File: config.mk
export PLATFORM = sky130hd
export DESIGN_NAME = stereo_lpf
export DESIGN_NICKNAME = d
export VERILOG_FILES = /design/src/design/audio_pkg.sv /design/src/design/filter_pkg.sv /design/src/design/i2s_rx.sv /design/src/design/moving_avg_lpf.sv /design/src/design/stereo_lpf.sv
export VERILOG_INCLUDE_DIRS = /design/src /design/src/design
export SDC_FILE = /design/constraint.sdc
export NUM_CORES = 2
export LEC_CHECK = 0
export ABC_CLOCK_PERIOD_IN_PS = 50200
export BUFFER_PORTS_ARGS = -buffer_cell sky130_fd_sc_hd__buf_2
export CAP_MARGIN = 20
export CORE_ASPECT_RATIO = 0.6
export CORE_MARGIN = 2
export CORE_UTILIZATION = 40
export CTS_CLUSTER_SIZE = 25
export DETAILED_ROUTE_END_ITERATION = 6
export GPL_ROUTABILITY_DRIVEN = 0
export SETUP_SLACK_MARGIN = 0.15
export SLEW_MARGIN = 20
export SYNTH_ARGS = -nofsm -noshare
export SYNTH_HDL_FRONTEND = slang
export SYNTH_SLANG_ARGS = --single-unit
File: constraint.sdc
create_clock -name clk -period 50.2 [get_ports clk]
set_input_delay 10.04 -clock clk [delete_from_list [all_inputs] [get_ports clk]]
set_output_delay 10.04 -clock clk [all_outputs]
set_load 0.005 [all_outputs]
File: src/design/audio_params.svh
`ifndef AUDIO_PARAMS_SVH
`define AUDIO_PARAMS_SVH

// Bits carried by one audio sample, two's complement
`define AUDIO_WIDTH 24

// Bit clocks in one channel slot of the serial stream.
// Bits past AUDIO_WIDTH are padding and the receiver skips them
`define SLOT_BITS 32

// Longest running average the filter can form.
// This must be a power of two, and the delay line holds one less than this
`define LPF_MAX_TAPS 16

`endif

File: src/design/audio_pkg.sv
`default_nettype none

`include "audio_params.svh"

package audio_pkg;

	// One signed audio sample as it travels from the receiver through the filters
	typedef logic signed [`AUDIO_WIDTH-1:0] sample_t;

	// Channel carried by a slot, taken from the word select level
	typedef enum logic
	{
		CH_LEFT  = 1'b0, // Word select low
		CH_RIGHT = 1'b1  // Word select high
	} channel_e;

endpackage

`default_nettype wire

File: src/design/filter_pkg.sv
`default_nettype none

`include "audio_params.svh"

package filter_pkg;

	// Running-average length select, with codes 5 to 7 falling back to 16 taps
	typedef enum logic [2:0]
	{
		LPF_PASS  = 3'd0,
		LPF_AVG2  = 3'd1,
		LPF_AVG4  = 3'd2,
		LPF_AVG8  = 3'd3,
		LPF_AVG16 = 3'd4
	} filt_len_e;

	localparam int LPF_MAX_SHIFT = $clog2(`LPF_MAX_TAPS); // Shift of the longest average

	typedef logic [$clog2(LPF_MAX_SHIFT + 1)-1:0] lpf_shift_t;

	// Number of bits each term is shifted right, which is log2 of the tap count
	function automatic lpf_shift_t lpf_shift(input filt_len_e sel);
		case (sel)
			LPF_PASS: return lpf_shift_t'(0);
			LPF_AVG2: return lpf_shift_t'(1);
			LPF_AVG4: return lpf_shift_t'(2);
			LPF_AVG8: return lpf_shift_t'(3);
			default:  return lpf_shift_t'(LPF_MAX_SHIFT); // LPF_AVG16 and codes 5 to 7
		endcase
	endfunction

endpackage

`default_nettype wire

File: src/design/i2s_rx.sv
`default_nettype none
`timescale 1ns/10ps

`include "audio_params.svh"

// Receiver for a left-justified serial stream, oversampled by clk.
// The MSB of a slot arrives on the first rising sck after word select changes
module i2s_rx
	import audio_pkg::*;
(
	input  logic     clk,
	input  logic     reset_n,
	input  logic     sck,
	input  logic     ws,
	input  logic     sd,
	output sample_t  rx_sample,
	output channel_e rx_channel,
	output logic     rx_valid
);

	localparam int CNT_W = $clog2(`SLOT_BITS + 1);

	localparam logic [CNT_W-1:0] LAST_DATA = CNT_W'(`AUDIO_WIDTH - 1); // Index of the LSB
	localparam logic [CNT_W-1:0] SLOT_END  = CNT_W'(`SLOT_BITS);       // Idle count

	logic                    sck_q;       // Bit clock one clk ago
	logic                    ws_q;        // Word select one clk ago
	logic                    sck_rise;
	logic                    ws_chg;
	logic                    start_pend;  // Word select moved, next rising sck opens a slot
	logic                    slot_start;
	logic                    in_slot;
	logic [CNT_W-1:0]        bit_cnt;     // Bits already taken in the current slot
	logic [CNT_W-1:0]        bit_idx;     // Position of the bit arriving now
	logic [`AUDIO_WIDTH-2:0] shift_reg;   // Data bits ahead of the LSB
	channel_e                slot_ch;

	// The serial lines are sampled every clk and compared with their last value
	always_ff @(posedge clk)
	begin
		sck_q <= sck;
		ws_q  <= ws;
	end

	assign sck_rise   = sck & ~sck_q;
	assign ws_chg     = ws ^ ws_q;
	assign slot_start = sck_rise & (start_pend | ws_chg); // A change in this same cycle counts too

	// A new slot restarts the count at zero whatever the old count was
	assign bit_idx = slot_start ? '0 : bit_cnt;
	assign in_slot = (bit_idx < SLOT_END);

	always_ff @(posedge clk)
	begin
		if (reset_n)
			start_pend <= 1'b0;
		else if (slot_start)
			start_pend <= 1'b0;
		else if (ws_chg)
			start_pend <= 1'b1; // Held until the bit clock rises
	end

	// After reset the counter sits at the idle count, so nothing is captured
	// until word select changes and a full slot begins
	always_ff @(posedge clk)
	begin
		if (reset_n)
		begin
			bit_cnt <= SLOT_END;
			slot_ch <= CH_LEFT;
		end
		else
		begin
			if (sck_rise && in_slot)
				bit_cnt <= bit_idx + 1'b1; // Stops at the idle count once the slot is done
			if (slot_start)
				slot_ch <= channel_e'(ws);
		end
	end

	// Every data bit before the LSB goes through the shift register, MSB first
	always_ff @(posedge clk)
	begin
		if (sck_rise && (bit_idx < LAST_DATA))
			shift_reg <= {shift_reg[`AUDIO_WIDTH-3:0], sd};
	end

	// The LSB is joined straight to the shifted bits, so the word is out one clk
	// after its last bit is seen
	always_ff @(posedge clk)
	begin
		if (reset_n)
		begin
			rx_valid   <= 1'b0;
			rx_sample  <= '0;
			rx_channel <= CH_LEFT;
		end
		else
		begin
			rx_valid <= sck_rise && (bit_idx == LAST_DATA);
			if (sck_rise && (bit_idx == LAST_DATA))
			begin
				rx_sample  <= {shift_reg, sd};
				rx_channel <= slot_ch;
			end
		end
	end

	// One word per slot, so the strobe can never last two clk
	a_valid_single: assert property (@(posedge clk) disable iff (reset_n)
		rx_valid |=> !rx_valid)
		else $error("rx_valid held high for two cycles");

endmodule

`default_nettype wire

File: src/design/moving_avg_lpf.sv
`default_nettype none
`timescale 1ns/10ps

`include "audio_params.svh"

// Running-average low-pass filter over 1, 2, 4, 8 or 16 samples.
// Each term is shifted down before the sum, so the result can never overflow
module moving_avg_lpf
	import audio_pkg::*, filter_pkg::*;
#(
	parameter int WIDTH = $bits(sample_t)
)(
	input  logic                    clk,
	input  logic                    reset_n,
	input  logic                    en,       // One strobe per new sample of this channel
	input  filt_len_e               filt_sel,
	input  logic signed [WIDTH-1:0] d,
	output logic signed [WIDTH-1:0] q
);

	localparam int DEPTH = `LPF_MAX_TAPS - 1; // History kept besides the current sample

	logic signed [WIDTH-1:0] del [DEPTH]; // del[0] is the newest previous sample
	logic signed [WIDTH-1:0] avg;
	lpf_shift_t              shift;
	int                      taps;

	assign shift = lpf_shift(filt_sel);

	// The current sample always contributes, then as many history entries
	// as the selected length needs. An arithmetic shift floors each term,
	// so odd negative samples lose their fraction toward minus infinity
	always_comb
	begin
		taps = 1 << shift;
		avg  = d >>> shift;
		for (int j = 0; j < DEPTH; j++)
		begin
			if (j < taps - 1)
				avg = avg + (del[j] >>> shift);
		end
	end

	// The delay line moves only when this channel has a new sample.
	// It is kept full at every length, so a select change uses it at once
	always_ff @(posedge clk)
	begin
		if (reset_n)
		begin
			for (int i = 0; i < DEPTH; i++)
			begin
				del[i] <= '0;
			end
		end
		else if (en)
		begin
			del[0] <= d;
			for (int i = 1; i < DEPTH; i++)
			begin
				del[i] <= del[i-1];
			end
		end
	end

	always_ff @(posedge clk)
	begin
		if (reset_n)
			q <= '0;
		else if (en)
			q <= avg; // Holds between samples
	end

	// An unknown select would pick an arbitrary tap count on a live sample
	a_sel_known: assert property (@(posedge clk) disable iff (reset_n)
		en |-> !$isunknown(filt_sel))
		else $error("filt_sel unknown while a sample is filtered");

endmodule

`default_nettype wire

File: src/design/stereo_lpf.sv
`default_nettype none
`timescale 1ns/10ps

// Stereo low-pass stage: serial receiver followed by one averaging filter per channel.
// q_left updates during the frame, q_right and q_valid mark the frame as complete
module stereo_lpf
	import audio_pkg::*, filter_pkg::*;
(
	input  logic      clk,
	input  logic      reset_n,
	input  logic      sck,
	input  logic      ws,
	input  logic      sd,
	input  filt_len_e filt_sel,  // Applies to both channels
	output sample_t   q_left,
	output sample_t   q_right,
	output logic      q_valid
);

	sample_t  rx_sample;
	channel_e rx_channel;
	logic     rx_valid;
	logic     en_left;
	logic     en_right;

	i2s_rx u_rx
	(
		.clk        (clk),
		.reset_n    (reset_n),
		.sck        (sck),
		.ws         (ws),
		.sd         (sd),
		.rx_sample  (rx_sample),
		.rx_channel (rx_channel),
		.rx_valid   (rx_valid)
	);

	// Each filter sees only the samples of its own channel
	assign en_left  = rx_valid && (rx_channel == CH_LEFT);
	assign en_right = rx_valid && (rx_channel == CH_RIGHT);

	moving_avg_lpf #(.WIDTH($bits(sample_t))) u_lpf_left
	(
		.clk      (clk),
		.reset_n  (reset_n),
		.en       (en_left),
		.filt_sel (filt_sel),
		.d        (rx_sample),
		.q        (q_left)
	);

	moving_avg_lpf #(.WIDTH($bits(sample_t))) u_lpf_right
	(
		.clk      (clk),
		.reset_n  (reset_n),
		.en       (en_right),
		.filt_sel (filt_sel),
		.d        (rx_sample),
		.q        (q_right)
	);

	// The right slot closes the frame. Delaying its enable by one clk lines
	// the strobe up with the cycle in which the new q_right appears
	always_ff @(posedge clk)
	begin
		if (reset_n)
			q_valid <= 1'b0;
		else
			q_valid <= en_right;
	end

endmodule

`default_nettype wire

Word level (Yosys, flattened, before mapping)
Memories as Yosys holds them, arrays and structs flattened.
Cells that the tools add are included.
- $add $sub $neg: 32
- multipliers: 0
- divide/modulo/power cells: 0
- $lt $le $gt $ge: 17
- equality and inequality tests: 4
- shifts and indexed selects: 32
- muxes and demuxes: 70
- bitwise logic cells: 36
- reduce and logical (&&, ||, !) cells: 7
- operators by type and width (cell ; count):
    2-to-1 mux 24 bit ; 60
    >>> shifter 24 x 3 -> 24 bit ; 31
    adder 24 bit ; 30
    < comparator 5 x 32 -> 1 bit (first input constant) ; 7
    < comparator 4 x 32 -> 1 bit (first input constant) ; 4
    < comparator 3 x 32 -> 1 bit (first input constant) ; 2
    < comparator 1 x 32 -> 1 bit (first input constant) ; 1
    < comparator 2 x 32 -> 1 bit (first input constant) ; 1
    << shifter 1 x 3 -> 32 bit (first input constant) ; 1
    subtractor 32 x 2 -> 32 bit (second input constant) ; 1
    OR 1 bit ; 31
    one-hot mux 3 bit (4 select lines) ; 1
    2-to-1 mux 1 bit ; 8
    adder 6 x 1 -> 6 bit (second input constant) ; 1
    == test 3 x 2 -> 1 bit (second input constant) ; 2
    == test 6 x 5 -> 1 bit (second input constant) ; 1
    < comparator 6 x 5 -> 1 bit (second input constant) ; 1
    < comparator 6 bit (second input constant) ; 1
    2-to-1 mux 6 bit ; 1
    logical AND 1 bit ; 5
    == test 3 x 1 -> 1 bit (second input constant) ; 1
    zero test 3 bit ; 1
    bitwise AND 1 bit ; 2
    NOT 1 bit ; 2
    2 further kinds ; 2
- register bits: 108
- bits in latches: 0
- bits in writable memories: 720
- memory bits (read-only): 0
- input port bits: 8
- output and inout port bits: 49
- word-level logic and storage cells: 212
- memories: 2
- memories (memory ; words ; bits a word ; rd ports ; clocked after memory_dff ; wr ports ; line ; source):
    u_lpf_left.del ; 15 ; 24 ; 15 ; 0 ; 15 ; moving_avg_lpf.sv:23 ; logic signed [WIDTH-1:0] del [DEPTH];
    u_lpf_right.del ; 15 ; 24 ; 15 ; 0 ; 15 ; moving_avg_lpf.sv:23 ;

Longest topological paths before layout
- word-level depth: 34
- mapped depth: 113
- depth with buffers taken out: 107

Modules after synthesis
Synthesis repeated with hierarchy kept, for this count alone.
- cell total of the unflattened synthesis: 11110
- area total of the unflattened synthesis: 91250.0 µm²
- modules (own cells, without submodules) (module ; instances ; cells each ; area an instance (µm²) ; seq. area each (µm²)):
    moving_avg_lpf (u_lpf_right) ; 1 ; 5535 ; 44470.2 ; 11290.8
    moving_avg_lpf (u_lpf_left) ; 1 ; 5372 ; 44320.0 ; 11290.8
    i2s_rx ; 1 ; 199 ; 2413.6 ; 1411.4
    stereo_lpf ; 1 ; 4 ; 46.3 ; 20.0

Least setup slack after synthesis
Ideal clock, no wire load.
- path kind: input to register
- start point: in filt_sel[1]
- end point: reg u_lpf_right.q[23]
- library setup time: 0.117 ns
- arrival: 29.585 ns
- data required time: 50.083 ns
- slack: 20.498 ns
- cell stages on the path: 107
- buffers on the path: 7
- path through: buf_2 > inv_1 > nand2_1 > clkbuf_1 > clkbuf_1 > clkbuf_1 > clkbuf_1 > clkbuf_1 > clkbuf_1 > o22ai_1 > a31oi_1 > ha_1 > inv_1 > fa_1 > nor2b_1 > o21ai_1 > a21boi_0 > o21ai_1 > [71 not listed] > a21o_1 > o41a_1 > a21o_1 > a21oi_1 > xnor2_1 > a21o_1 > ha_1 > inv_1 > o21ai_0 > or4_1 > o21ai_1 > xnor2_1 > xnor2_1 > xnor3_1 > xnor2_2 > mux2i_1 > xnor2_1 > a22o_1
- cells in the longest elaborated chain, start to end: 34
- elaborated cells on any way between the ends: 68
- those cells by class: add/sub: 16; order compare: 15; eq/ne: 3; shift: 17; mux: 16; reduce/logical: 1
- RTL lines (item ; line ; source):
    from (decl) ; stereo_lpf.sv:14 ; input filt_len_e filt_sel,
    == test 3 x 2 -> 1 bit, or another cell as far along ; filter_pkg.sv:23 ; case (sel)
    one-hot mux 3 bit (4 select lines) * ; filter_pkg.sv:23 ;
    << shifter 1 x 3 -> 32 bit ; moving_avg_lpf.sv:35 ; taps = 1 << shift;
    subtractor 32 x 2 -> 32 bit ; moving_avg_lpf.sv:39 ; if (j < taps - 1)
    < comparator 1 x 32 -> 1 bit ; moving_avg_lpf.sv:39 ;
    2-to-1 mux 24 bit ; moving_avg_lpf.sv:39 ;
    adder 24 bit ; moving_avg_lpf.sv:40 ; avg = avg + (del[j] >>> shift);
    2-to-1 mux 24 bit ; moving_avg_lpf.sv:39 ;
    [18 not listed] ; - ;
    adder 24 bit ; moving_avg_lpf.sv:40 ;
    2-to-1 mux 24 bit ; moving_avg_lpf.sv:39 ;
    adder 24 bit ; moving_avg_lpf.sv:40 ;
    2-to-1 mux 24 bit ; moving_avg_lpf.sv:39 ;
    adder 24 bit ; moving_avg_lpf.sv:40 ;
    2-to-1 mux 24 bit ; moving_avg_lpf.sv:39 ;
    adder 24 bit ; moving_avg_lpf.sv:40 ;
    2-to-1 mux 24 bit * ; moving_avg_lpf.sv:39 ;
    to (signal assigned) ; moving_avg_lpf.sv:70 ; q <= avg;
    to (decl) ; moving_avg_lpf.sv:18 ; output logic signed [WIDTH-1:0] q
Mark *: on every way between the ends. The rest lies on a longest branch, timed or not.
A chain may end at the register's enable or synchronous reset.

Final worst setup path
- start point: in filt_sel[0]
- end point: reg u_lpf_left.q[23]
- cells in the longest elaborated chain, start to end: 34
- elaborated cells on any way between the ends: 68
- those cells by class: add/sub: 16; order compare: 15; eq/ne: 3; shift: 17; mux: 16; reduce/logical: 1
- RTL lines (item ; line):
    == test 3 x 2 -> 1 bit, or another cell as far along ; filter_pkg.sv:23
    one-hot mux 3 bit (4 select lines) * ; filter_pkg.sv:23
    << shifter 1 x 3 -> 32 bit ; moving_avg_lpf.sv:35
    subtractor 32 x 2 -> 32 bit ; moving_avg_lpf.sv:39
    < comparator 1 x 32 -> 1 bit ; moving_avg_lpf.sv:39
    2-to-1 mux 24 bit ; moving_avg_lpf.sv:39
    adder 24 bit ; moving_avg_lpf.sv:40
    2-to-1 mux 24 bit ; moving_avg_lpf.sv:39
    [18 not listed] ; -
    adder 24 bit ; moving_avg_lpf.sv:40
    2-to-1 mux 24 bit ; moving_avg_lpf.sv:39
    adder 24 bit ; moving_avg_lpf.sv:40
    2-to-1 mux 24 bit ; moving_avg_lpf.sv:39
    adder 24 bit ; moving_avg_lpf.sv:40
    2-to-1 mux 24 bit ; moving_avg_lpf.sv:39
    adder 24 bit ; moving_avg_lpf.sv:40
    2-to-1 mux 24 bit * ; moving_avg_lpf.sv:39
    to (signal assigned) ; moving_avg_lpf.sv:70
    to (decl) ; moving_avg_lpf.sv:18
Marked as above.

==> flow_summary_export.csv <==
group,metric,value,unit
routing,drt-wirelength-per-cell,23.29,um
yosys,async_flop_share,0,%
clock_network,cts_resized,0,
routing,num_vias,84580,
timing,timing.final.crit_period,33.42,ns
die,num_rows,133,
worst_hold_path,hold_path_class,"reg2reg",
yosys,yosys_warnings,0,
yosys,synthesis.nets,11640,
layout,top_regs,"u_lpf_left.del (360), u_lpf_right.del (360)",
yosys,syn_inst,10910,
timing,clock.fmax,0.02992,GHz
clock_network,clkLatencyLatePin,0.77,ns
clock_network,postCtsHoldBufs,0,
layout,fin_nets,11280,
layout,drive_gt1_share,8.275,%
worst_setup_path,required,50.86,ns
worst_setup_path,critPathLaunchType,"input port",
layout,multi_input_area,0.06133,mm2
yosys,syn_area,0.08841,mm2
timing,period_share,66.57,%
die,die_width,610.9,um
worst_setup_path,crit_type,"in2reg",
clock_network,clockRootBuffer,"clkbuf_16",
run_status,violations,"design-rule violations",
die,coreArea,0.2193,mm2
die,start_util,40.31,%
layout,area_growth_syn_to_layout,6.734,%
run,maxCapViolCount,0,
yosys,yosysUniqueCellTypes,101,
worst_setup_path,cp_slowest_stage_delay,1.03,ns
timing,maxSlewViolCount,0,
timing,setup_violations,0,
worst_setup_path,crit_fanout,63,
timing,clock_skew,0.04969,ns
timing,relSlewSlack,10.94,%
timing,worstMarginPinSlew,1.322,ns
timing,hold_violations,0,
layout,nFillCells,21550,
global_route,gr-total-overflow,0,
routing,ant_nets,0,
global_route,antenna_found_initial,7,
global_route,grt_max_degree,148,
yosys,synth_edf_count,743,
clock_network,clkTransAtPathRegs,0.07,ns
layout,seqCellArea,0.02401,mm2
layout,fin_util,43.02,%
yosys,synth-seq-area-share,27.16,%
routing,routed_wl,315.3,mm
clock_network,cts_tree,"yes",
die,die_h,368.2,um
routing,drt_pass1_iterations,7,
timing,final.setup.worst_slack,16.78,ns
placed_design,pre_cts_slack,16.96,ns
global_route,grt_pass1_vias,77890,
clock_network,cts_setup_buffers,0,
timing,tns,0,ns
global_route,grt_pass1_wl,480.2,mm
layout,final_cell_mix,"nand2_1, edfxtp_1, o21ai_0, ha_1, a21oi_1",
clock_network,h-tree-depth,3,
run_status,status,"finished with violations",
layout,final_common_cell,"nand2_1",
placed_design,dp_hpwl,222.9,mm
die,dieArea,0.2249,mm2
worst_setup_path,arrival,34.08,ns
timing,rsz0062_at_grt,"false",
placed_design,port_buffers,56,
clock_network,cts_made_buffers,96,
clock_network,clock_sinks,828,
global_route,track_usage,26.87,%
worst_setup_path,crit_slowest_cell,"o21ai_0",
worst_setup_path,cpMostUsedCell,"ha_1",
yosys,synth_seq_cells,828,
yosys,syn_area_per_cell,8.106,um2
die,io_pins,57,
yosys,synth_ff_type,"edfxtp_1",
clock_network,cts_max_path_buffers,3,
routing,viasPerCell,6.248,
routing,drc,4,
routing,drt_iter0_drc,11320,
worst_setup_path,worstSetupEndpointType,"flop",
-- path summary, 6_finish.rpt --
check	start	end	slack, ns	cells past startpoint
worst max-delay path	filt_sel[0]	u_lpf_left.q[23]	16.78	94
worst min-delay path	u_lpf_right.q[15]	u_lpf_right.q[15]	0.45	2
worst max register to register	u_lpf_left.del[0][0]	u_lpf_left.q[23]	27.62	92
worst min register to register	u_lpf_right.q[15]	u_lpf_right.q[15]	0.45	2
-- Yosys cell counts, drive strengths merged, types with 86 or more instances --
cell	count	area share, %
xnor2	406	4.0
and3	95	0.67
o22ai	292	2.1
clkbuf	556	2.4
nor2b	298	2.1
mux2i	263	3.0
nor3	129	0.74
nand2	2005	8.5
edfxtp	743	25
a21oi	675	3.8
mux2	390	5.0
o21bai	117	0.99
nor2	469	2.0
nand3	169	0.96
and2	570	4.0
a21o	545	4.6
buf	86	0.39
ha	692	9.8
a31oi	352	2.5
o21ai	731	4.1
inv	210	0.89
xor2	166	1.6
-- metal layers --
metal / part of all wire (%) / GRT usage, % / up-vias / wire length [um]
li1: - / - / 38950 / -
met1: 49 / 43.64 / 40490 / 153600
met2: 37 / 34.26 / 4775 / 115300
met3: 13 / 7.203 / 356 / 41820
met4: 1.4 / 4.611 / 8 / 4408
met5: 0.017 / 0 / - / 54
-- metrics by stage --
stage                     cell area [um2]  instances  hold slack (ns)
final                               94360      13540           0.4476
after global routing                94360      13540           0.4545
after CTS                           94310      13530           0.4500
after detailed placement            91160      13360           0.4327
after global placement              91140      13360           0.4311
after floorplan                     88410      10910           0.4262
-- worst max-delay path: cells and delay by family --
family	cells	cell delay, ns
mux	2	0.27
compound gates	41	10.68
fa+ha+maj	16	5.74
simple gates	20	3.70
xor+xnor	12	2.35
buf+inv	3	1.21
-- cells by family (layout without fill, tap and decap cells) --
logic type / count (synthesis) / after routing / share of synthesized area, %
other cells: 2 / 3 / 0.008494
mux: 666 / 666 / 8.276
compound gates: 3285 / 3285 / 23.80
simple gates: 3971 / 3971 / 20.78
buf+inv: 854 / 581 / 3.647
fa+ha+maj: 722 / 722 / 10.47
xor+xnor: 579 / 579 / 5.853
flops: 828 / 828 / 27.16
-- area by class of cell --
type                       count  share of cell area, %
clock buffer                 125                  2.737
inverter                     212                 0.8804
timing repair buffer         191                  1.498
clock inverter                53                 0.5993
tap                         2902                  3.848
multi-input combinational   9225                  64.99
sequential                   828                  25.45
antenna                        1               0.002652
Power is left out: the tool's default activity adds up to more than one toggle a clock period on the data nets, which glitch-free logic cannot reach.
